$ cat src/rtl/amber_soc_pkg.sv
package amber_soc_pkg;

    // --------------------------------------------------
    // Bus widths
    // --------------------------------------------------
    localparam int WB_ADR_W = 32;
    localparam int WB_DAT_W = 32;
    localparam int WB_SEL_W = 4;

    // --------------------------------------------------
    // Address map
    // --------------------------------------------------
    // Top nibble of the address picks the slave, 3 to 15 unmapped
    localparam int SLAVE_SEL_MSB = 31;
    localparam int SLAVE_SEL_LSB = 28;
    localparam int SLAVE_SEL_W   = SLAVE_SEL_MSB - SLAVE_SEL_LSB + 1;
    localparam int N_SLAVES      = 3;

    typedef enum logic [1:0] {
        SLV_BOOT_MEM = 2'd0,
        SLV_TIMER    = 2'd1,
        SLV_IC       = 2'd2
    } slave_e;

    // Boot memory word index from adr[9:2]
    localparam int BOOT_MEM_WORDS = 256;
    localparam int BOOT_IDX_W     = $clog2(BOOT_MEM_WORDS);

    // Timer index from adr[5:4], register from adr[3:2]
    localparam int         N_TIMERS  = 3;
    localparam logic [1:0] TMR_LOAD  = 2'd0;
    localparam logic [1:0] TMR_VALUE = 2'd1;
    localparam logic [1:0] TMR_CTRL  = 2'd2;
    localparam logic [1:0] TMR_CLEAR = 2'd3;

    // Interrupt sources: timers in 2:0, external lines in 4:3
    localparam int         N_IRQ_SRC      = 5;
    localparam logic [2:0] IC_IRQ_STATUS  = 3'd0;
    localparam logic [2:0] IC_FIRQ_STATUS = 3'd1;
    localparam logic [2:0] IC_RAW_STATUS  = 3'd2;
    localparam logic [2:0] IC_IRQ_EN_SET  = 3'd3;
    localparam logic [2:0] IC_IRQ_EN_CLR  = 3'd4;
    localparam logic [2:0] IC_FIRQ_EN_SET = 3'd5;
    localparam logic [2:0] IC_FIRQ_EN_CLR = 3'd6;

endpackage

$ cat src/rtl/wb_slave_if.sv
`timescale 1ns/1ps

interface wb_slave_if
    import amber_soc_pkg::*;
();

    // Request side, driven by the decoder
    logic [WB_ADR_W-1:0] adr;
    logic [WB_SEL_W-1:0] sel;
    logic                we;
    logic [WB_DAT_W-1:0] dat_w;
    logic                stb;

    // Response side, driven by the slave
    logic [WB_DAT_W-1:0] dat_r;
    logic                ack;
    logic                err;

    modport decode (
        output adr, sel, we, dat_w, stb
    );

    modport slave (
        input  adr, sel, we, dat_w, stb,
        output dat_r, ack, err
    );

    // Response mux only looks at the return path
    modport result (
        input dat_r, ack, err
    );

endinterface

$ cat src/rtl/timer_module.sv
`timescale 1ns/1ps

module timer_module
    import amber_soc_pkg::*;
(
    input  logic                i_clk,
    input  logic                i_arst_n,
    wb_slave_if.slave           i_bus,
    output logic [N_TIMERS-1:0] o_timer_int
);

    logic [WB_DAT_W-1:0] load_q  [N_TIMERS];
    logic [WB_DAT_W-1:0] count_q [N_TIMERS];
    logic [N_TIMERS-1:0] en_q;
    logic [N_TIMERS-1:0] flag_q;
    logic [1:0]          tidx;
    logic [1:0]          off;
    logic                valid;
    logic                start;
    logic                wr;
    logic                ack_q;
    logic                err_q;
    logic [WB_DAT_W-1:0] rd_d;
    logic [WB_DAT_W-1:0] rd_q;

    assign tidx  = i_bus.adr[5:4];
    assign off   = i_bus.adr[3:2];
    // Timer slot 3 does not exist and answers with err
    assign valid = 32'(tidx) < N_TIMERS;
    assign start = i_bus.stb & ~ack_q & ~err_q;
    assign wr    = start & i_bus.we & valid;

    // --------------------------------------------------
    // Handshake
    // --------------------------------------------------
    always_ff @(posedge i_clk or negedge i_arst_n) begin
        if (!i_arst_n) begin
            ack_q <= 1'b0;
            err_q <= 1'b0;
        end else begin
            ack_q <= start & valid;
            err_q <= start & ~valid;
        end
    end

    // --------------------------------------------------
    // Down counters
    // --------------------------------------------------
    always_ff @(posedge i_clk or negedge i_arst_n) begin
        if (!i_arst_n) begin
            for (int t = 0; t < N_TIMERS; t++) begin
                load_q[t]  <= '0;
                count_q[t] <= '0;
            end
            en_q   <= '0;
            flag_q <= '0;
        end else begin
            for (int t = 0; t < N_TIMERS; t++) begin
                // Flag at zero, then reload and keep going
                if (en_q[t]) begin
                    if (count_q[t] == '0) begin
                        flag_q[t]  <= 1'b1;
                        count_q[t] <= load_q[t];
                    end else begin
                        count_q[t] <= count_q[t] - 1'b1;
                    end
                end
                // Bus writes take priority over counting
                if (wr && tidx == 2'(t)) begin
                    case (off)
                        TMR_LOAD: begin
                            load_q[t]  <= i_bus.dat_w;
                            count_q[t] <= i_bus.dat_w;
                        end
                        TMR_CTRL:  en_q[t]   <= i_bus.dat_w[0];
                        TMR_CLEAR: flag_q[t] <= 1'b0;
                        default: ;
                    endcase
                end
            end
        end
    end

    // --------------------------------------------------
    // Read back
    // --------------------------------------------------
    always_comb begin
        rd_d = '0;
        for (int t = 0; t < N_TIMERS; t++) begin
            if (tidx == 2'(t)) begin
                case (off)
                    TMR_LOAD:  rd_d = load_q[t];
                    TMR_VALUE: rd_d = count_q[t];
                    TMR_CTRL:  rd_d = WB_DAT_W'(en_q[t]);
                    // Clear slot reads back the pending flag
                    default:   rd_d = WB_DAT_W'(flag_q[t]);
                endcase
            end
        end
    end

    always_ff @(posedge i_clk) begin
        if (start) begin
            rd_q <= rd_d;
        end
    end

    assign i_bus.dat_r = rd_q;
    assign i_bus.ack   = ack_q;
    assign i_bus.err   = err_q;
    assign o_timer_int = flag_q;

endmodule

$ cat src/flat_wrapper.sv
// flat-port wrapper written by rule: the top's interface ports become plain ports
module timer_module_flat import amber_soc_pkg::*;
  (i_clk, i_arst_n, o_timer_int, i_bus_adr, i_bus_sel, i_bus_we, i_bus_dat_w, i_bus_stb, i_bus_dat_r, i_bus_ack, i_bus_err);
  wb_slave_if i_bus_i ();
  input  logic i_clk;
  input  logic i_arst_n;
  output logic [N_TIMERS-1:0] o_timer_int;
  input wire logic [$bits(i_bus_i.adr)-1:0] i_bus_adr;
  input wire logic [$bits(i_bus_i.sel)-1:0] i_bus_sel;
  input wire logic [$bits(i_bus_i.we)-1:0] i_bus_we;
  input wire logic [$bits(i_bus_i.dat_w)-1:0] i_bus_dat_w;
  input wire logic [$bits(i_bus_i.stb)-1:0] i_bus_stb;
  output wire logic [$bits(i_bus_i.dat_r)-1:0] i_bus_dat_r;
  output wire logic [$bits(i_bus_i.ack)-1:0] i_bus_ack;
  output wire logic [$bits(i_bus_i.err)-1:0] i_bus_err;
  assign i_bus_i.adr = i_bus_adr;
  assign i_bus_i.sel = i_bus_sel;
  assign i_bus_i.we = i_bus_we;
  assign i_bus_i.dat_w = i_bus_dat_w;
  assign i_bus_i.stb = i_bus_stb;
  assign i_bus_dat_r = i_bus_i.dat_r;
  assign i_bus_ack = i_bus_i.ack;
  assign i_bus_err = i_bus_i.err;
  timer_module u_core (.i_clk(i_clk), .i_arst_n(i_arst_n), .i_bus(i_bus_i), .o_timer_int(o_timer_int));
endmodule
$ cat config.mk
export PLATFORM = sky130hd
export DESIGN_NAME = timer_module_flat
export DESIGN_NICKNAME = d
export VERILOG_FILES = /design/src/rtl/amber_soc_pkg.sv /design/src/rtl/wb_slave_if.sv /design/src/rtl/timer_module.sv /design/src/flat_wrapper.sv
export SDC_FILE = /design/constraint.sdc
export NUM_CORES = 1
export LEC_CHECK = 0
export BUFFER_PORTS_ARGS = -buffer_cell sky130_fd_sc_hd__buf_2
export CORE_UTILIZATION = 30
export DETAILED_ROUTE_END_ITERATION = 16
export SLEW_MARGIN = 20
export SYNTH_ARGS = -nofsm -noshare
export SYNTH_HDL_FRONTEND = slang
export SYNTH_SLANG_ARGS = --single-unit
$ cat constraint.sdc
create_clock -name i_clk -period 4.15 [get_ports i_clk]
set_clock_uncertainty 0.15 [all_clocks]
set_input_delay 1.245 -clock i_clk [delete_from_list [all_inputs] [get_ports i_clk]]
set_output_delay 1.245 -clock i_clk [all_outputs]
set_load 0.02 [all_outputs]
======== Word-level counts from Yosys, hierarchy flattened ========
Cells that the tools add are included.
storage, ports and cells
  register bits ........................... 232
  input bits .............................. 72
operators by class
  add/subtract/negate cells ............... 3
  order comparisons ....................... 1
  equality and inequality tests ........... 5
  multiplexer cells ....................... 30
  bitwise gates (word level) .............. 9
  reductions and logical operators ........ 14
operator list
  cell                     number
  $mux W32                 15
  $pmux W32 S3             3
  $logic_not A32 Y1        3
  $sub A32 B1 Y32 const B  3
  $mux W1                  12
  $reduce_and A2 Y1        6
  $and A1 B1 Y1            6
  $eq A2 B2 Y1 const B     3
  $eq A2 B1 Y1 const B     2
  $logic_not A2 Y1         2
  $logic_and A1 B1 Y1      3
  $not A1 Y1               3
  $lt A2 B2 Y1 const B     1

======== Longest topological paths before layout ========
  depth in word-level cells ............... 7
  mapped depth ............................ 10
  gate-level depth less buffers ........... 7

======== Least setup slack after synthesis ========
OpenSTA, ideal clock, no wires.
  path kind ............................... input-to-reg
  start ................................... in i_bus_adr[3]
  end ..................................... reg u_core.count_q[92] (netlist bit)
  setup time .............................. 0.126 ns
  arrival ................................. 3.028 ns
  required time ........................... 3.874 ns
  slack ................................... 0.845 ns
  stages .................................. 7
  path buffers ............................ 2
  path through ............................ clkbuf_1 -> or2_2 -> clkbuf_1 -> nor4_1 -> nor4_1 -> a32o_1 -> a311o_1
between the ends
  longest elaborated chain between the ends .. 3
ends and longest elaborated chain
  what                             RTL line            source
  from (decl)                      flat_wrapper.sv:8   input wire logic [$bits(i_bus_i.adr)-1:0] i_bus_adr;
  $logic_not A2 Y1                 timer_module.sv:70  case (off)
  $mux W32                         timer_module.sv:70
  $mux W32                         timer_module.sv:69  if (wr && tidx == 2'(t)) begin
  to (signal, indexed assignment)  timer_module.sv:63  count_q[t] <= load_q[t];
  to (signal, indexed assignment)  timer_module.sv:65  count_q[t] <= count_q[t] - 1'b1;
  to (signal, indexed assignment)  timer_module.sv:73  count_q[t] <= i_bus.dat_w;
  to (decl)                        timer_module.sv:13  logic [WB_DAT_W-1:0] count_q [N_TIMERS];
Every way passes these cells.
A chain may end at the register's enable or synchronous reset.

======== Worst setup path after layout ========
  start ................................... reg u_core.count_q[74] (netlist bit)
  end ..................................... reg u_core.count_q[78] (netlist bit)
between the ends
  longest elaborated chain between the ends .. 5
  elaborated cells on any way between the ends .. 6
ends and longest elaborated chain
  what                                                         RTL line                                source
  $sub A32 B1 Y32 / $logic_not A32 Y1 (equally long branches)  timer_module.sv:65, timer_module.sv:61
  $mux W32 *                                                   timer_module.sv:61                      if (count_q[t] == '0) begin
  $mux W32 *                                                   timer_module.sv:60                      if (en_q[t]) begin
  $mux W32                                                     timer_module.sv:70
  $mux W32 *                                                   timer_module.sv:69
Mark *: on every way between the ends. The rest lies on a longest branch, timed or not.

==> tab_implementation.tex <==
\begin{tabular}{lr}
\hline
Metric & Value \\
\hline
\multicolumn{2}{l}{\textbf{Run status}} \\
Status & finished, final reports clean \\
\multicolumn{2}{l}{\textbf{Floorplan}} \\
Width of the die & $\sim$220 um \\
Die footprint & 0.04695 mm\^{}2 \\
Core box area & 0.04538 mm\^{}2 \\
Core Rows & 78 \\
Starting density of the core & 30.47\% \\
Number of primary I/O pins & 109 \\
Die Span Y & 216.7 um \\
\multicolumn{2}{l}{\textbf{Finish}} \\
Non-filler cells in the finished layout & between 2000 and 2500 \\
Final Net Count & 1742 \\
Final core area utilization & 35.40\% \\
Share of final-layout standard cells stronger than drive strength 1 & 13.94\% \\
Antenna cell count & 0 \\
Layout fillers & 4708 \\
Area added between synthesis and finish & 16.18\% \\
\multicolumn{2}{l}{\textbf{GRT}} \\
Overall global routing resource usage & 23.03\% \\
Grt ovf & 0 \\
Global-route wire length before repair & 81830 um \\
Via count of the first global-routing pass & approximately 13000 \\
Largest net degree at the start of global routing & 76 \\
Initial antenna violation count & 2 \\
\multicolumn{2}{l}{\textbf{Logic synthesis}} \\
Synth Register Bits & 232 \\
Number of unique standard cell types used by synthesis & 82 \\
Mapped Avg Cell Area & around 8.6 um\^{}2 \\
Netlist area before placement & 0.01383 mm\^{}2 \\
Async set-reset flop share out of synthesis & between 80\% and 90\% \\
Primary flip-flop cell chosen by synthesis mapping & sky130\_fd\_sc\_hd\_\_dfrtp\_1 \\
Post-synth EDFFs & 32 \\
Yosys Warn Count & 0 \\
Syn\_nets & 1685 \\
Syn Inst Count & 1607 \\
Register area share after synthesis & 43.15\% \\
\multicolumn{2}{l}{\textbf{Clock network}} \\
Clock root cell & sky130\_fd\_sc\_hd\_\_clkbuf\_16 \\
Total setup buffers inserted after CTS & 0 \\
Clock Pin Slew Worst Setup and Hold Paths & 0.06 ns \\
Clock sink total & $\sim$230 \\
Clock latency on the worst-skew pair & around 0.57 ns \\
TritonCTS clock tree & done \\
Count of instances resized after the clock tree is built & 0 \\
Num CTS Buffers & 28 \\
CTS Hold Bufs & 0 \\
Htree depth & 1 \\
Worst-case clock buffer depth & 3 \\
\multicolumn{2}{l}{\textbf{STA}} \\
Setup WS post-layout & 0.7375 ns \\
Setup repair after global routing missed its margin & no \\
Final count of negative-setup-slack endpoints & 0 \\
Final Cycle Share & between 80\% and 90\% \\
Worst Hold Margin & 0.3472 ns \\
Max frequency & 0.2930 GHz \\
Hold Violations, Final & 0 \\
Post-route minimum period & 3.412 ns \\
Aggregate negative setup slack & 0 ns \\
Max-slew headroom at the worst pin & 25.58\% \\
Final slew viol count & 0 \\
Transition time at the pin with the least slew margin & 1.101 ns \\
\multicolumn{2}{l}{\textbf{Critical path}} \\
Required time worst endpoint & about 4.5 ns \\
WP data arrival & 3.72 ns \\
Nature of the critical path startpoint & register \\
Master of the slowest instance on the critical path & sky130\_fd\_sc\_hd\_\_nor4\_1 \\
WS Path Type & reg2reg \\
Sequence of cells on the critical path & or3\_1 > nor4\_1 > buf\_4 > nand3\_1 > a41o\_1 > o22a\_1 \\
CP Capture Type & register \\
Maximum cell stage delay along the critical path & 0.66 ns \\
Reg2Reg Depth & 6 \\
Worst Path Max Fanout & 10 \\
Reg2reg setup slack & between 0.7 and 0.8 ns \\
Start of the worst register-to-register path & u\_core.count\_q[74]\$\_DFF\_PN0\_ \\
RR Endpoint & u\_core.count\_q[78]\$\_DFF\_PN0\_ \\
\multicolumn{2}{l}{\textbf{Worst hold path}} \\
Hold Path Depth & 2 \\
Hold Path Origin & u\_core.load\_q[85]\$\_DFFE\_PN0P\_ \\
Endpoint with the worst hold slack & u\_core.load\_q[85]\$\_DFFE\_PN0P\_ \\
Worst min-delay path class & reg2reg \\
\multicolumn{2}{l}{\textbf{Pwr}} \\
Static Leak & 6.883 nW \\
Switching share of total power & between 30\% and 40\% \\
Logic gate share of total power & 26.1\% \\
Share of total power in the clock network & between 30\% and 40\% \\
Power density relative to cell area & 508.6 mW/mm\^{}2 \\
IR Drop Worst-Case VDD & 0.0002644 V \\
Cell internal pwr & 0.005155 W \\
Proportion of power drawn by flip-flops and latches & 41.4\% \\
P\_sw & between 0.003 and 0.004 W \\
\multicolumn{2}{l}{\textbf{Placed design}} \\
Routability-driven placement congestion ratio & 0.9671 \\
Post-placement worst setup slack & 0.5803 ns \\
Number of placed instances, taps included & 2234 \\
Quantity of I/O buffers inserted on ports & between 70 and 80 \\
DP Wirelength & 41070 um \\
\multicolumn{2}{l}{\textbf{Detailed routing}} \\
First-pass detailed-route iteration total & 6 \\
Count of antenna-violating nets left after detailed routing & 0 \\
Routed wire length & 54700 um \\
Total vias in the final route & 13420 \\
Number of design rule violations left after detail routing & 0 \\
Number of vias per cell & 5.869 \\
Mean routed wirelength per cell & 23.93 um \\
Detailed Route Iter0 Violations & 1446 \\
\multicolumn{2}{l}{\textbf{Run}} \\
Max cap viols & 0 \\
\hline
\end{tabular}
[worst max path at each step]
stage                            startpoint                      endpoint  slack, ns  depth (start not counted)
2_1_floorplan                  i_bus_adr[3]  u_core.count_q[92]$_DFF_PN0_       0.85                          7
3_3_place_gp                       i_bus_we  u_core.count_q[38]$_DFF_PN0_       0.69                          6
3_5_place_dp                       i_bus_we  u_core.count_q[40]$_DFF_PN0_       0.58                          6
4_1_cts        u_core.count_q[74]$_DFF_PN0_  u_core.count_q[78]$_DFF_PN0_       0.78                          6
5_1_grt        u_core.count_q[81]$_DFF_PN0_  u_core.count_q[78]$_DFF_PN0_       0.62                          6
6_report       u_core.count_q[74]$_DFF_PN0_  u_core.count_q[78]$_DFF_PN0_       0.74                          6
[worst max-delay path: cells and delay by family (launching register included)]
kind	cells	cell delay, ns
simple gates	3	1.71
compound gates	2	0.65
flops	1	0.50
buf+inv	1	0.28
[power groups by stage]
stage | combinational (W) | clock, W | sequential (W)
2_1_floorplan | 0.00147 | 0 | 0.00312
3_3_place_gp | 0.00206 | 0 | 0.00339
3_5_place_dp | 0.00209 | 0 | 0.00340
4_1_cts | 0.00210 | 0.00269 | 0.00337
5_1_grt | 0.00233 | 0.00278 | 0.00343
6_report | 0.00213 | 0.00265 | 0.00339
[synth_stat cells, types with 7 or more instances]
master / count / share of area [%]
sky130_fd_sc_hd__o21a_1: 7 / 0.38
sky130_fd_sc_hd__edfxtp_1: 32 / 7.0
sky130_fd_sc_hd__nand4_1: 29 / 1.3
sky130_fd_sc_hd__o221ai_1: 27 / 1.7
sky130_fd_sc_hd__mux2_2: 10 / 0.81
sky130_fd_sc_hd__or4_1: 16 / 0.87
sky130_fd_sc_hd__mux2i_1: 83 / 6.0
sky130_fd_sc_hd__nor3_1: 64 / 2.3
sky130_fd_sc_hd__o31a_1: 11 / 0.70
sky130_fd_sc_hd__dfrtp_1: 200 / 36
sky130_fd_sc_hd__o31ai_1: 16 / 0.87
sky130_fd_sc_hd__or3_1: 18 / 0.81
sky130_fd_sc_hd__o21ai_0: 72 / 2.6
sky130_fd_sc_hd__a221oi_1: 9 / 0.57
sky130_fd_sc_hd__clkbuf_1: 94 / 2.6
sky130_fd_sc_hd__and3_1: 11 / 0.50
sky130_fd_sc_hd__nand3_1: 39 / 1.4
sky130_fd_sc_hd__nor2_1: 128 / 3.5
sky130_fd_sc_hd__buf_2: 11 / 0.40
sky130_fd_sc_hd__xnor2_1: 12 / 0.76
sky130_fd_sc_hd__nor2b_1: 9 / 0.41
sky130_fd_sc_hd__o22ai_1: 7 / 0.32
sky130_fd_sc_hd__a31oi_1: 16 / 0.72
sky130_fd_sc_hd__nand2_1: 359 / 9.7
sky130_fd_sc_hd__a211oi_1: 14 / 0.76
sky130_fd_sc_hd__inv_1: 29 / 0.79
sky130_fd_sc_hd__a21oi_1: 61 / 2.2
sky130_fd_sc_hd__nor4_1: 43 / 1.9
sky130_fd_sc_hd__or2_2: 7 / 0.32
sky130_fd_sc_hd__o211ai_1: 24 / 1.3
[logic make-up after synthesis]
| logic type | Yosys count | synth area share [%] |
|---|---|---|
| simple gates | 775 | 26.80 |
| mux | 98 | 7.638 |
| xor+xnor | 18 | 1.140 |
| buf+inv | 142 | 4.018 |
| flops | 232 | 43.15 |
| fa+ha+maj | 6 | 0.5430 |
| compound gates | 336 | 16.72 |
[metrics by stage]
stage / total power, W / cell area [um^2]
6_report: 0.008170 / 16060
5_1_grt: 0.008551 / 16060
4_1_cts: 0.008160 / 16060
3_5_place_dp: 0.005494 / 15090
3_3_place_gp: 0.005450 / 15090
2_1_floorplan: 0.004585 / 13830
[flip-flops by register name, indices dropped and copies added, names as in the netlist]
register	cells
u_core.o_timer_int	3
u_core.en_q	3
u_core.i_bus.dat_r	32
u_core.load_q	96
u_core.i_bus.ack	1
u_core.i_bus.err	1
u_core.count_q	96
[routing by layer]
metal	wire length (um)	global-route usage (%)	vias to the layer above
met2	24240	35.18	550
met3	3841	2.667	98
met5	30	0	-
li1	-	-	6024
met4	2108	7.746	4
met1	24480	33.53	6741
[cell usage in the layout (no fill, tap or decap), drive strengths merged, types with 12 or more instances in the layout]
cell and n:
o221ai 27, dfrtp 200, o211ai 24, xnor2 12
o31ai 16, clkbuf 36, mux2i 83, o21ai 72
nor3 67, nand2 359, edfxtp 32, nand3 39
buf 138, inv 29, a21oi 61, a211oi 14
nand4 29, nor2 128, a31oi 16, nor4 49
or4 21, or3 18
[final cells by class]
class | count | area [um^2] | area share (%)
inverters | 30 | 112.6 | 0.7010
multi-input cells | 1233 | 7333 | 45.65
well taps | 600 | 750.7 | 4.674
clock buffers | 35 | 758.2 | 4.720
flip-flops and latches | 232 | 5966 | 37.14
repair buffers | 139 | 924.6 | 5.756
clock inverters | 17 | 217.7 | 1.355
(Power assumes the default switching activity.)
