===== config.mk =====
export PLATFORM = sky130hd
export DESIGN_NAME = interrupt_controller_flat
export DESIGN_NICKNAME = d
export VERILOG_FILES = /design/src/rtl/amber_soc_pkg.sv /design/src/rtl/wb_slave_if.sv /design/src/rtl/interrupt_controller.sv /design/src/flat_wrapper.sv
export SDC_FILE = /design/constraint.sdc
export NUM_CORES = 1
export LEC_CHECK = 0
export ABC_AREA = 1
export BUFFER_PORTS_ARGS = -buffer_cell sky130_fd_sc_hd__buf_4
export CAP_MARGIN = 40
export CORE_MARGIN = 1.5
export CORE_UTILIZATION = 38
export CTS_CLUSTER_SIZE = 14
export DETAILED_ROUTE_END_ITERATION = 16
export PLACE_DENSITY_LB_ADDON = 0.1
export SETUP_SLACK_MARGIN = 0.15
export SLEW_MARGIN = 10
export SYNTH_ARGS = -nofsm -noshare
export SYNTH_HDL_FRONTEND = slang
export SYNTH_SLANG_ARGS = --single-unit

===== constraint.sdc =====
create_clock -name i_clk -period 1.45 [get_ports i_clk]
set_input_delay 0.29 -clock i_clk [delete_from_list [all_inputs] [get_ports i_clk]]
set_output_delay 0.29 -clock i_clk [all_outputs]
set_load 0.05 [all_outputs]

===== src/rtl/amber_soc_pkg.sv =====
package amber_soc_pkg;

    // --------------------------------------------------
    // Bus widths
    // --------------------------------------------------
    localparam int WB_ADR_W = 32;
    localparam int WB_DAT_W = 32;
    localparam int WB_SEL_W = 4;

    // --------------------------------------------------
    // Address map
    // --------------------------------------------------
    // Top nibble of the address picks the slave, 3 to 15 unmapped
    localparam int SLAVE_SEL_MSB = 31;
    localparam int SLAVE_SEL_LSB = 28;
    localparam int SLAVE_SEL_W   = SLAVE_SEL_MSB - SLAVE_SEL_LSB + 1;
    localparam int N_SLAVES      = 3;

    typedef enum logic [1:0] {
        SLV_BOOT_MEM = 2'd0,
        SLV_TIMER    = 2'd1,
        SLV_IC       = 2'd2
    } slave_e;

    // Boot memory word index from adr[9:2]
    localparam int BOOT_MEM_WORDS = 256;
    localparam int BOOT_IDX_W     = $clog2(BOOT_MEM_WORDS);

    // Timer index from adr[5:4], register from adr[3:2]
    localparam int         N_TIMERS  = 3;
    localparam logic [1:0] TMR_LOAD  = 2'd0;
    localparam logic [1:0] TMR_VALUE = 2'd1;
    localparam logic [1:0] TMR_CTRL  = 2'd2;
    localparam logic [1:0] TMR_CLEAR = 2'd3;

    // Interrupt sources: timers in 2:0, external lines in 4:3
    localparam int         N_IRQ_SRC      = 5;
    localparam logic [2:0] IC_IRQ_STATUS  = 3'd0;
    localparam logic [2:0] IC_FIRQ_STATUS = 3'd1;
    localparam logic [2:0] IC_RAW_STATUS  = 3'd2;
    localparam logic [2:0] IC_IRQ_EN_SET  = 3'd3;
    localparam logic [2:0] IC_IRQ_EN_CLR  = 3'd4;
    localparam logic [2:0] IC_FIRQ_EN_SET = 3'd5;
    localparam logic [2:0] IC_FIRQ_EN_CLR = 3'd6;

endpackage


===== src/rtl/wb_slave_if.sv =====
`timescale 1ns/1ps

interface wb_slave_if
    import amber_soc_pkg::*;
();

    // Request side, driven by the decoder
    logic [WB_ADR_W-1:0] adr;
    logic [WB_SEL_W-1:0] sel;
    logic                we;
    logic [WB_DAT_W-1:0] dat_w;
    logic                stb;

    // Response side, driven by the slave
    logic [WB_DAT_W-1:0] dat_r;
    logic                ack;
    logic                err;

    modport decode (
        output adr, sel, we, dat_w, stb
    );

    modport slave (
        input  adr, sel, we, dat_w, stb,
        output dat_r, ack, err
    );

    // Response mux only looks at the return path
    modport result (
        input dat_r, ack, err
    );

endinterface


===== src/rtl/interrupt_controller.sv =====
`timescale 1ns/1ps

module interrupt_controller
    import amber_soc_pkg::*;
(
    input  logic                i_clk,
    input  logic                i_arst_n,
    wb_slave_if.slave           i_bus,
    input  logic [N_TIMERS-1:0] i_timer_int,
    input  logic [1:0]          i_ext_int,
    output logic                o_irq,
    output logic                o_firq
);

    logic [N_IRQ_SRC-1:0] raw;
    logic [N_IRQ_SRC-1:0] irq_en_q;
    logic [N_IRQ_SRC-1:0] firq_en_q;
    logic [N_IRQ_SRC-1:0] irq_stat;
    logic [N_IRQ_SRC-1:0] firq_stat;
    logic [N_IRQ_SRC-1:0] wr_bits;
    logic [2:0]           off;
    logic                 valid;
    logic                 start;
    logic                 wr;
    logic                 ack_q;
    logic                 err_q;
    logic                 irq_q;
    logic                 firq_q;
    logic [WB_DAT_W-1:0]  rd_d;
    logic [WB_DAT_W-1:0]  rd_q;

    // Timers low, external lines high
    assign raw       = {i_ext_int, i_timer_int};
    assign irq_stat  = raw & irq_en_q;
    assign firq_stat = raw & firq_en_q;

    assign off     = i_bus.adr[4:2];
    // Offset 7 is unused and answers with err
    assign valid   = off <= IC_FIRQ_EN_CLR;
    assign start   = i_bus.stb & ~ack_q & ~err_q;
    assign wr      = start & i_bus.we & valid;
    assign wr_bits = i_bus.dat_w[N_IRQ_SRC-1:0];

    // --------------------------------------------------
    // Handshake and enable masks
    // --------------------------------------------------
    always_ff @(posedge i_clk or negedge i_arst_n) begin
        if (!i_arst_n) begin
            ack_q     <= 1'b0;
            err_q     <= 1'b0;
            irq_en_q  <= '0;
            firq_en_q <= '0;
        end else begin
            ack_q <= start & valid;
            err_q <= start & ~valid;
            // Set and clear act only on the ones written
            if (wr) begin
                case (off)
                    IC_IRQ_EN_SET:  irq_en_q  <= irq_en_q | wr_bits;
                    IC_IRQ_EN_CLR:  irq_en_q  <= irq_en_q & ~wr_bits;
                    IC_FIRQ_EN_SET: firq_en_q <= firq_en_q | wr_bits;
                    IC_FIRQ_EN_CLR: firq_en_q <= firq_en_q & ~wr_bits;
                    default: ;
                endcase
            end
        end
    end

    // --------------------------------------------------
    // Read back
    // --------------------------------------------------
    always_comb begin
        case (off)
            IC_IRQ_STATUS:  rd_d = WB_DAT_W'(irq_stat);
            IC_FIRQ_STATUS: rd_d = WB_DAT_W'(firq_stat);
            IC_RAW_STATUS:  rd_d = WB_DAT_W'(raw);
            IC_IRQ_EN_SET,
            IC_IRQ_EN_CLR:  rd_d = WB_DAT_W'(irq_en_q);
            IC_FIRQ_EN_SET,
            IC_FIRQ_EN_CLR: rd_d = WB_DAT_W'(firq_en_q);
            default:        rd_d = '0;
        endcase
    end

    always_ff @(posedge i_clk) begin
        if (start) begin
            rd_q <= rd_d;
        end
    end

    // Outputs to the core, one cycle behind the masked status
    always_ff @(posedge i_clk or negedge i_arst_n) begin
        if (!i_arst_n) begin
            irq_q  <= 1'b0;
            firq_q <= 1'b0;
        end else begin
            irq_q  <= |irq_stat;
            firq_q <= |firq_stat;
        end
    end

    assign i_bus.dat_r = rd_q;
    assign i_bus.ack   = ack_q;
    assign i_bus.err   = err_q;
    assign o_irq       = irq_q;
    assign o_firq      = firq_q;

endmodule


===== src/flat_wrapper.sv =====
// flat-port wrapper written by rule: the top's interface ports become plain ports
module interrupt_controller_flat import amber_soc_pkg::*;
  (i_clk, i_arst_n, i_timer_int, i_ext_int, o_irq, o_firq, i_bus_adr, i_bus_sel, i_bus_we, i_bus_dat_w, i_bus_stb, i_bus_dat_r, i_bus_ack, i_bus_err);
  wb_slave_if i_bus_i ();
  input  logic i_clk;
  input  logic i_arst_n;
  input  logic [N_TIMERS-1:0] i_timer_int;
  input  logic [1:0] i_ext_int;
  output logic o_irq;
  output logic o_firq;
  input wire logic [$bits(i_bus_i.adr)-1:0] i_bus_adr;
  input wire logic [$bits(i_bus_i.sel)-1:0] i_bus_sel;
  input wire logic [$bits(i_bus_i.we)-1:0] i_bus_we;
  input wire logic [$bits(i_bus_i.dat_w)-1:0] i_bus_dat_w;
  input wire logic [$bits(i_bus_i.stb)-1:0] i_bus_stb;
  output wire logic [$bits(i_bus_i.dat_r)-1:0] i_bus_dat_r;
  output wire logic [$bits(i_bus_i.ack)-1:0] i_bus_ack;
  output wire logic [$bits(i_bus_i.err)-1:0] i_bus_err;
  assign i_bus_i.adr = i_bus_adr;
  assign i_bus_i.sel = i_bus_sel;
  assign i_bus_i.we = i_bus_we;
  assign i_bus_i.dat_w = i_bus_dat_w;
  assign i_bus_i.stb = i_bus_stb;
  assign i_bus_dat_r = i_bus_i.dat_r;
  assign i_bus_ack = i_bus_i.ack;
  assign i_bus_err = i_bus_i.err;
  interrupt_controller u_core (.i_clk(i_clk), .i_arst_n(i_arst_n), .i_bus(i_bus_i), .i_timer_int(i_timer_int), .i_ext_int(i_ext_int), .o_irq(o_irq), .o_firq(o_firq));
endmodule

---- After elaboration in Yosys (flattened, before gate mapping) ----
Cells that the tools add are included.
word-level totals
  register bits after elaboration ......... 46
  memories ................................ 0
  bits in read-only memories .............. 0
  word-level logic and storage cells ...... 42
  bits in latches ......................... 0
  RAM bits ................................ 0
cells by class
  add/subtract/negate cells ............... 0
  div/mod/pow operators ................... 0
  order comparisons ....................... 1
  $mul .................................... 0
  equal/unequal tests ..................... 6
  bitwise operators ....................... 16
  shift-type cells ........................ 0
  mux-type cells .......................... 3
  reduce and logical (&&, ||, !) cells .... 9
operators by type and width
  operator            count
  $pmux 5 s5          1
  $and 5x5->5         4
  $pmux 5 s2          2
  $or 5x5->5          2
  $reduce_or 5->1     2
  $eq 3x3->1 const B  3
  $and 1x1->1         6
  $eq 3x2->1 const B  2
  $not 5->5           1
  $reduce_and 2->1    2
  $reduce_bool 2->1   2
  $reduce_or 2->1     2
  $eq 3x1->1 const B  1
  $le 3x3->1 const B  1
  $logic_not 3->1     1
  $not 1->1           3

---- Logic depth before layout (Yosys ltp) ----
Gate-level depths: netlist of run 1.
  depth in word-level cells ............... 6
  gate-level depth with buffers ........... 7
  gate-level depth less buffers ........... 7

---- Least setup slack after synthesis of run 1 ----
OpenSTA, ideal clock, no wires.
  path kind ............................... register to register
  start point ............................. register u_core.err_q (netlist: u_core.i_bus.err)
  end point ............................... register with a tool-made name
  period minus slack after synthesis ...... 1,348 ps
  required time ........................... 1,333 ps
  setup slack ............................. 102 ps
  setup time .............................. 117 ps
  arrival ................................. 1,231 ps
  stages on the path, launching flop included .. 8
  cell sequence ........................... dfrtp_1 inv_1 nand3_1 nor2_1 buf_6 nand4_1 nand2_1 nand2_1
RTL lines
  element                   line                        source
  start: declaration        interrupt_controller.sv:26  logic err_q;
  start signal: assignment  interrupt_controller.sv:55  err_q <= start & ~valid;

==> metrics.sh, run 1 <==
CLOCK-SINKS=19
PORTBUFFERS=25
TIMING.CRITICAL_PATH.BUF_INV=1
POWERDENSITY_mW_PER_MM2=1170
NETSWITCHINGPOWER_mW=0.774
CPPEAKSTAGEDELAY_NS=0.41
SYNTHTOLAYOUTAREAGROWTH_PCT=16.4
CLOCK_TREE.BUFFER_DEPTH=2
TIMING.SETUP.TNS_NS=0
P_SEQ_FRAC=0.447
SYNTH_SEQ_CELLS=19
WL_PER_INSTANCE_UM=12.6
SYNTH_CELL_TYPES=22
SYNTH_LARGEST_TYPE_AREA_FRACTION=0.273
CLOCK_SKEW_NS=0.000980
CTS_TREE='built'
RR_WORST_DEPTH=5
FINAL_LAYOUT_SIZE_SUFFIX_GT1_FRAC=0.256
TIMING.FMAX_MHz=810
CELL_AT_THE_SLOWEST_STAGE_OF_THE_CRITICAL_PATH='sky130_fd_sc_hd__dfrtp_2'
ANTENNADIODECOUNT=0
WORSTHOLDPATHTYPE='input port to register'
LAYOUT.CELL_AREA.NON_FILLER_MM2=0.00149
SETUP_VIOL=0
FLOORPLAN.DIE_AREA_MM2=0.00374
CLK_PIN_SLEW_NS=0.11
GRT_ANTENNA_BEFORE_REPAIR=0
DRT_ITER0_MARKERS=26
SYNTH_SEQ_AREA_SHARE=0.390
CORE_MM2=0.00313
HOLD_VIOLATIONS=0
VIAS=1150
WORSTSKEWPAIRLATENCY_NS=0.30
TRITONCTS.NUM_BUFFERS=3
COMB_POWER_SHARE=0.394
PERIOD_SHARE=0.851
RUN_STATUS='complete, no violations'
CP_COMMON_CELL='sky130_fd_sc_hd__nand4_1'
SYNTHESIS.YOSYS.WARNINGS=0
DRTPASS1ITERATIONS=4
DIEWIDTH_UM=61.1
POWER.STATIC_LEAKAGE_nW=0.723
DRTANTENNAVIOLNETS=0
DIE_H_UM=61.1
YOSYS-TOP-CELLS-AREA='sky130_fd_sc_hd__dfrtp_1 (27%), sky130_fd_sc_hd__buf_4 (16%), sky130_fd_sc_hd__nand2_1 (14%)'
CRITICAL_PATH.TOP_DELAY_FAMILY='simple AND/OR/NAND/NOR gates'
CRIT_PATH_END_KIND='register'
GRT_FIRST_PASS_WIRELENGTH_UM=4500
CLOCK_TREE.ROOT_CELL='sky130_fd_sc_hd__clkbuf_4'
CRIT_FANOUT=5
TIMING.CRITICAL_PATH.ARRIVAL_NS=1.48
TIMING.HOLD.WORST_PATH_DEPTH=3
SYNTH_AREA_MM2=0.00128
WL_UM=3000
CRITICALPATHCATEGORY='register to register'
PEAKVDDDROP_mV=0.526
PLACEMENT_ROWS=20
STARTPOINT_TYPES='register'
WORSTPATHREQUIRED_NS=1.70
CRITICAL_PATH_CELL_COUNT=5
INITIAL_CORE_UTIL=0.410
VIAS_PER_CELL=4.81
CRITICAL_PATH.CELL_CHAIN='inv_1, nand4_1, nor2_2, nand4_1, nand2_1'
NUM-NETS-FINAL=273
PIN_COUNT=113
VIAS_IN_THE_FIRST_GLOBAL_ROUTE=969
DRC=0
DETAILED_PLACE.AREA_MM2=0.00142
DP_HPWL_UM=2150
GRT_START_MAX_NET_PINS=16
DRV_SLEW=0
GRT_OVERFLOW_TOTAL=0
POWER.SHARE.CLOCK=0.159
YOSYSTOPAREACELL='sky130_fd_sc_hd__dfrtp_1'
GRT_SETUP_UNREPAIRED='false'
GP_CONGESTION=0.797
MAX_CAP_VIOLATIONS=0
FINALCRITICALPERIOD_NS=1.23
SYNTHCELLS=163
CTS_HTREE_LEVELS=1
POWER_REPORT.INTERNAL_TOTAL_mW=0.979
GRTUSAGETOTAL=0.164
NET_SW_FRAC=0.442
SYN-MEAN-INSTANCE-AREA_UM2=7.88
[metal layers]
layer  GRT usage  share of wire  up-vias
met3      0.0210          0.063        2
met5           0              0        -
met1       0.230           0.44      527
li1            -              -      565
met2       0.263           0.50       56
met4      0.0559         0.0027        0
[final timing paths]
path                               endpoint        startpoint  slack [ns]
max in group asynchronous  u_core.i_bus.ack          i_arst_n        0.89
setup / recovery                   register  u_core.i_bus.ack        0.22
setup reg to reg                   register  u_core.i_bus.ack        0.22
min in group asynchronous  u_core.i_bus.err          i_arst_n        0.37
hold reg to reg                    register          register        0.52
hold / removal                u_core.o_firq      i_ext_int[1]        0.24
[kinds of logic after synthesis]
family                 synth area share
and+or+nand+nor                   0.380
buffers and inverters             0.209
DFF                               0.390
AOI/OAI and AO/OA                0.0185
other                           0.00292
[Yosys cell counts, drive strengths merged]
master,instances
buf,31
o2111ai,1
nand4,25
nand2,51
nand3,8
inv,7
edfxtp,5
nand3b,1
conb,1
nor3,2
nor2,14
o21ai,2
dfrtp,14
a21oi,1
[cells in the final DEF (no fill, tap or decap), types with 2 or more instances in the layout]
| master | count |
|---|---|
| sky130_fd_sc_hd__o21ai_0 | 2 |
| sky130_fd_sc_hd__inv_1 | 4 |
| sky130_fd_sc_hd__buf_4 | 30 |
| sky130_fd_sc_hd__nor2_1 | 10 |
| sky130_fd_sc_hd__nand3_2 | 2 |
| sky130_fd_sc_hd__dfrtp_1 | 12 |
| sky130_fd_sc_hd__conb_1 | 27 |
| sky130_fd_sc_hd__nand3_1 | 6 |
| sky130_fd_sc_hd__clkbuf_4 | 3 |
| sky130_fd_sc_hd__nand2_2 | 2 |
| sky130_fd_sc_hd__nand2_1 | 48 |
| sky130_fd_sc_hd__dfrtp_2 | 2 |
| sky130_fd_sc_hd__inv_2 | 3 |
| sky130_fd_sc_hd__nand4_1 | 25 |
| sky130_fd_sc_hd__nor2_2 | 3 |
| sky130_fd_sc_hd__edfxtp_1 | 5 |
| sky130_fd_sc_hd__nor2_4 | 2 |
[what timing repair did]
action / CTS / global route
resized for setup: 0 / 7
hold buffers: 1 / 0
endpoints found under the setup margin: 0 / 10
hold endpoints to repair: 14 / 0
buffers inserted: 0 / 0
[power groups by stage]
stage                     Clock, mW  Combinational [mW]  Sequential, mW
after global routing          0.319               0.755           0.796
final                         0.279               0.691           0.784
after floorplan                   0               0.424           0.907
after detailed placement          0               0.673           0.791
after CTS                     0.291               0.676           0.780
after global placement            0               0.665           0.787
[final cells by class]
type                            instances  area (um^2)
Timing Repair Buffer                   32          246
Fill cell                             326         1630
Tap cell                               44         55.1
Multi-Input combinational cell        133          637
Sequential cell                        19          503
Inverter                                7         26.3
Clock buffer                            4         26.3
[tightest hold or removal path, stage by stage]
cell and delay, ns:
sky130_fd_sc_hd__buf_4 0.09, sky130_fd_sc_hd__nand2_1 0.05, sky130_fd_sc_hd__nand3b_1 0.07
[through the flow]
step                      hold WS [ns]  power (mW)  setup slack [ns]  utilization  instances
after detailed placement         0.161        1.46             0.174        0.455        232
after global routing             0.239        1.87             0.142        0.478        239
final                            0.237        1.75             0.216        0.478        239
after CTS                        0.222        1.75             0.169        0.466        237
after global placement           0.156        1.45             0.188        0.455        232
after floorplan               -0.00559        1.33             0.185            -        189
No activity file was read; power rests on OpenSTA's default activity.
==> run 2, diff against run 1 <==
ABC_AREA = default   (was 1)
CORE_UTILIZATION = 37   (was 38)
==> run 2 against run 1 <==
  * Count of clock-buffer cells in the layout unchanged
  * Non-clock buffer count stayed put
  * Critical path depth fell by 2
  * Clock power is 2% lower
  * Flip-flop and latch count did not move
  * Die area is 0.87% higher
  * Final cell count down 12%
  * Register-to-register slack got worse by 0.19 ns
  * Global-route usage is 1.7 points lower
  * Synthesized cell count is 16% lower
  * Cell area rose by 7.3%
  * Clock skew barely moved
  * Critical path type unchanged
==> metrics.sh, run 2 <==
CRITICALPATHCATEGORY='register to register'
WORSTHOLDPATHTYPE='input port to register'
CELL_AT_THE_SLOWEST_STAGE_OF_THE_CRITICAL_PATH='sky130_fd_sc_hd__dfrtp_2'
DRV_SLEW=0
GRT_START_MAX_NET_PINS=20
FINAL_LAYOUT_SIZE_SUFFIX_GT1_FRAC=0.329
P_SEQ_FRAC=0.426
SYNTHXORXNORAREAFRAC=0.00694
LAYOUT.CELLS.MOST_COMMON_LIST='sky130_fd_sc_hd__conb_1 (27), sky130_fd_sc_hd__buf_4 (27), sky130_fd_sc_hd__nor2_1 (16), sky130_fd_sc_hd__dfrtp_1 (12), sky130_fd_sc_hd__nand2_1 (8)'
NET_SW_FRAC=0.411
POWERDENSITY_mW_PER_MM2=1110
YOSYSTOPAREACELL='sky130_fd_sc_hd__dfrtp_1'
SYNTH_LARGEST_TYPE_AREA_FRACTION=0.278
TOTALPOWERFINAL_mW=1.78
PEAKVDDDROP_mV=0.362
STARTPOINT_TYPES='register'
CTS_TREE='built'
INITIAL_CORE_UTIL=0.381
FINAL-SEQ-AREA_UM2=503
SYN-MEAN-INSTANCE-AREA_UM2=9.21
PERIOD_SHARE=0.985
CLOCK_TREE.BUFFER_DEPTH=2
CRIT_PATH_END_KIND='register'
R2R_SETUP_SLACK_NS=0.02
DRT_ITER0_MARKERS=27
TRITONCTS.NUM_BUFFERS=3
SYNTH_SEQ_AREA_SHARE=0.397
GRTUSAGETOTAL=0.148
DP_HPWL_UM=1970
LAYOUT.CELL_AREA.NON_FILLER_MM2=0.00160
CRITICAL_PATH.CELL_CHAIN='or3b_4, or3_4, o21ai_2'
SYNTHESIZED_AREA_FRACTION_OCCUPIED_BY_ADDER_CELLS=0
TIMING.CRITICAL_PATH.ARRIVAL_NS=1.66
SYNTH_COMPOUND_AREA_FRAC=0.182
CLOCK_TREE.ROOT_CELL='sky130_fd_sc_hd__clkbuf_4'
NUM-NETS-FINAL=242
GRT_SETUP_UNREPAIRED='true'
CLOCK-SINKS=19
DIE_H_UM=61.4
SYNTHCELLS=137
CLOCK_SKEW_NS=0.000599
VIAS_PER_CELL=4.76
MULTIINPUTGATEAREA_UM2=711
DIEWIDTH_UM=61.4
DRTANTENNAVIOLNETS=0
CPPEAKSTAGEDELAY_NS=0.42
DRC=0
POWER_REPORT.INTERNAL_TOTAL_mW=1.05
VIAS_IN_THE_FIRST_GLOBAL_ROUTE=867
CRIT_FANOUT=5
TIMING.FMAX_MHz=700
CRIT-REG2REG-LAUNCH='u_core.i_bus.err'
SYNTH_AREA_MM2=0.00126
GP_CONGESTION=0.752
POWER.SHARE.CLOCK=0.154
VIAS=1000
NETSWITCHINGPOWER_mW=0.731
SYNTH_EDF_COUNT=5
CORE_MM2=0.00331
ANTENNADIODECOUNT=0
GRT_OVERFLOW_TOTAL=0
POWER.STATIC_LEAKAGE_nW=0.730
HOLD_PATH_STARTPOINT='i_timer_int[2]'
FINALCRITICALPERIOD_NS=1.43
DETAILED_PLACE.AREA_MM2=0.00153
SYNTHTOLAYOUTAREAGROWTH_PCT=27.1
SYNTHESIS.YOSYS.WARNINGS=0
WL_UM=2540
FIN_HOLD_WS_NS=0.236
WORSTPATHREQUIRED_NS=1.68
DRTPASS1ITERATIONS=4
MAIN_COMBINATIONAL_CELL_FAMILY_BY_AREA_AFTER_SYNTHESIS='buffers and inverters'
PIN_COUNT=113
CLK_PIN_SLEW_NS=0.11
WL_PER_INSTANCE_UM=12.1
SYNTH_CELL_TYPES=27
SYNTH_SEQ_CELLS=19
HOLD_VIOLATIONS=0
PLACEMENT_ROWS=21
GRT_ANTENNA_BEFORE_REPAIR=0
SETUP_VIOL=0
COMB_POWER_SHARE=0.420
POST-SYNTH-TOP-COUNT-CELL='sky130_fd_sc_hd__buf_4'
YOSYS-TOP-CELLS-AREA='sky130_fd_sc_hd__dfrtp_1 (28%), sky130_fd_sc_hd__buf_4 (16%), sky130_fd_sc_hd__edfxtp_1 (12%)'
PORTBUFFERS=25
MAX_CAP_VIOLATIONS=0
SYNTH_SIMPLE_GATE_AREA_FRAC=0.158
YOSYS_MOST_USED_DFF='sky130_fd_sc_hd__dfrtp_1'
FILL_CELLS=345
GRT_FIRST_PASS_WIRELENGTH_UM=3970
CTS_HTREE_LEVELS=1
SYNTH_MUX_AREA_FRAC=0.0446
CRIT_PATH_START='u_core.i_bus.err'
SYNTH_CELL_COUNT_LEADERS='sky130_fd_sc_hd__buf_4 (27), sky130_fd_sc_hd__nor2_1 (16), sky130_fd_sc_hd__dfrtp_1 (14)'
WORSTSKEWPAIRLATENCY_NS=0.29
FLOORPLAN.DIE_AREA_MM2=0.00377
YS_ASYNC_SR_FRACTION=0.737
RUN_STATUS='complete, no violations'
[run 2: area by class of cell]
type	count	share of cell area
Tap cell	46	0.0359
Clock buffer	4	0.0164
Multi-Input combinational cell	102	0.443
Timing Repair Buffer	32	0.174
Inverter	7	0.0164
Sequential cell	19	0.314
[run 2: repair_timing]
action	in CTS	in global routing
buffers inserted	1	0
pin swaps	2	0
gates resized for setup	1	6
hold buffers	1	0
hold endpoints to repair	14	0
setup endpoints to repair	15	16
[run 2: metrics by stage]
stage               utilization  worst slack, ns  TNS [ns]  std cells
finish                    0.484           0.0219         0        210
floorplan                     -          -0.0247    -0.124        163
CTS                       0.475           0.0188         0        210
global route              0.484          -0.0470    -0.104        210
detailed placement        0.461           0.0424         0        204
global placement          0.461           0.0691         0        204
[run 2: critical path, delay by kind of cell (launching register included)]
| kind | cells | cell delay (ns) |
|---|---|---|
| AOI/OAI and AO/OA | 1 | 0.14 |
| DFF | 1 | 0.42 |
| and+or+nand+nor | 2 | 0.80 |
[run 2: path summary, 6_finish.rpt]
path                                              end  cells past startpoint
max reg2reg                                  register                      3
max in group asynchronous            u_core.i_bus.ack                      2
min reg2reg                             u_core.o_firq                      2
max                                          register                      3
min in group asynchronous  asynchronous set/reset pin                      2
min                                     u_core.o_firq                      3
[run 2: layer usage]
metal	vias up	GRT usage	routed length (um)
li1	489	-	-
met1	461	0.184	1090
met2	46	0.254	1230
met3	4	0.0231	178
met4	0	0.0638	43
met5	-	0	0
[run 2: power by group through the flow]
stage,registers [mW],clock network (mW),logic (mW)
6_report,0.757,0.273,0.746
5_1_grt,0.776,0.298,0.808
4_1_cts,0.755,0.281,0.733
3_5_place_dp,0.767,0,0.727
3_3_place_gp,0.764,0,0.716
2_1_floorplan,0.863,0,0.511
[run 2: kinds of logic (layout without fill, tap and decap cells)]
kind of cell              Yosys count  in the layout
buffers and inverters              42             43
and+or+nand+nor                    40             40
AOI/OAI and AO/OA                  29             29
DFF                                19             19
muxes                               5              5
other                               1             27
xor gates and xnor gates            1              1
==> run 3, diff against run 2 <==
RECOVER_POWER = 100   (was default)
==> run 3 against run 2 <==
  * Non-clock buffer count is the same
  * Highest routed layer unchanged
  * Register-to-register slack is essentially flat
  * Flip-flop and latch count is the same
  * Clock skew is essentially flat
==> metrics.sh, run 3 (synthesis results as in run 2) <==
WL_UM=2530
CTS_HTREE_LEVELS=1
VIAS_PER_CELL=4.80
PORTBUFFERS=25
PRE_CTS_SLACK_NS=0.0424
CLOCK_SKEW_NS=0.000797
DRC=0
VIAS=1007
RUN_STATUS='complete, no violations'
MAX_CAP_VIOLATIONS=0
NUMPLACEDINSTANCES=204
POWERDENSITY_mW_PER_MM2=1120
CORE_MM2=0.00331
CLK_PIN_SLEW_NS=0.11
MOSTFREQUENTLAYOUTCELL='sky130_fd_sc_hd__conb_1'
DIEWIDTH_UM=61.4
STARTPOINT_TYPES='register'
PIN_COUNT=113
WORSTHOLDPATHTYPE='input port to register'
WL_PER_INSTANCE_UM=12.1
TIMING.FMAX_MHz=701
GRT_START_MAX_NET_PINS=20
MAX_SLEW.WORST_PIN.SLEW_NS=0.820
FINALNONFILLERCELLS=210
LAYOUT.CELLS.MOST_COMMON_LIST='sky130_fd_sc_hd__conb_1 (27), sky130_fd_sc_hd__buf_4 (19), sky130_fd_sc_hd__nor2_1 (16), sky130_fd_sc_hd__dfrtp_1 (12)'
MAX-SLEW-MARGIN-REL=0.453
CRIT_PATH_END_KIND='register'
WORSTPATHREQUIRED_NS=1.68
DP_HPWL_UM=1970
SETUP_VIOL=0
CRITICALPATHCATEGORY='register to register'
FINALCRITICALPERIOD_NS=1.43
GP_CONGESTION=0.752
WORSTSKEWPAIRLATENCY_NS=0.30
GRTUSAGETOTAL=0.148
CLOCK-SINKS=19
DRV_SLEW=0
INITIAL_CORE_UTIL=0.381
WORST_SLACK_NS=0.0228
PERIOD_SHARE=0.984
FINAL_LAYOUT_SIZE_SUFFIX_GT1_FRAC=0.323
GRT_SETUP_UNREPAIRED='true'
PEAKVDDDROP_mV=0.360
GRT_ANTENNA_BEFORE_REPAIR=0
FLOORPLAN.DIE_AREA_MM2=0.00377
CTS_TREE='built'
DIE_H_UM=61.4
PLACEMENT_ROWS=21
DRTPASS1ITERATIONS=6
NUM-NETS-FINAL=242
HOLD_VIOLATIONS=0
TRITONCTS.NUM_BUFFERS=3
VIAS_IN_THE_FIRST_GLOBAL_ROUTE=867
TIMING.CRITICAL_PATH.ARRIVAL_NS=1.66
DRT_ITER0_MARKERS=34
GRT_FIRST_PASS_WIRELENGTH_UM=3970
POWER.STATIC_LEAKAGE_nW=0.713
CLOCK_TREE.ROOT_CELL='sky130_fd_sc_hd__clkbuf_4'
GRT_OVERFLOW_TOTAL=0
ANTENNADIODECOUNT=0
SYNTHTOLAYOUTAREAGROWTH_PCT=23.8
CLOCK_TREE.BUFFER_DEPTH=2
DRTANTENNAVIOLNETS=0
CRIT_FANOUT=5
run 3: layer usage:
metal,vias up,track usage,routed length [um],share of wire
li1,490,-,-,-
met2,49,0.254,1230,0.49
met5,-,0,0,0
met1,464,0.184,1070,0.42
met4,0,0.0638,43,0.017
met3,4,0.0231,194,0.077
run 3: path summary, 6_finish.rpt:
path	startpoint	cells after the start	end	slack, ns
worst min-delay path	i_timer_int[2]	3	u_core.o_firq	0.24
max in group asynchronous	i_arst_n	2	u_core.i_bus.ack	0.29
worst min register to register	register	2	u_core.o_firq	0.55
worst max-delay path	u_core.i_bus.err	3	register	0.02
worst max register to register	u_core.i_bus.err	3	register	0.02
min in group asynchronous	i_arst_n	2	asynchronous set/reset pin	0.60
run 3: through the flow:
stage	util	total power [mW]	area, um^2	hold WS [ns]	setup TNS, ns
2_1_floorplan	-	1.37	1460	-0.00559	-0.124
3_3_place_gp	0.461	1.48	1530	0.155	0
3_5_place_dp	0.461	1.49	1530	0.159	0
4_1_cts	0.475	1.77	1570	0.231	0
5_1_grt	0.472	1.86	1560	0.241	-0.104
6_report	0.472	1.75	1560	0.236	0
run 3: power by group:
part / internal, mW / switching (mW) / total [mW]
sequential: 0.668 / 0.0884 / 0.756
clock: 0.107 / 0.167 / 0.275
combinational: 0.247 / 0.472 / 0.719
run 3: repair_timing:
action | 4_1_cts | 5_1_grt
hold buffers | 1 | 0
endpoints found under the hold margin | 14 | 0
endpoints found under the setup margin | 15 | 16
gates resized for setup | 1 | 6
buffers inserted | 1 | 0
pin swaps | 2 | 0
run 3: final cells by class:
type | count | area [um^2]
fillers | 352 | 1750
multi-input cells | 102 | 704
flip-flops and latches | 19 | 503
repair buffers | 32 | 244
well taps | 46 | 57.6
clock buffers | 4 | 26.3
inverters | 7 | 26.3
run 3: critical path: stages, from the launching register on:
cell	delay, ns
sky130_fd_sc_hd__dfrtp_2	0.42
sky130_fd_sc_hd__or3b_4	0.42
sky130_fd_sc_hd__or3_4	0.38
sky130_fd_sc_hd__o21ai_2	0.14
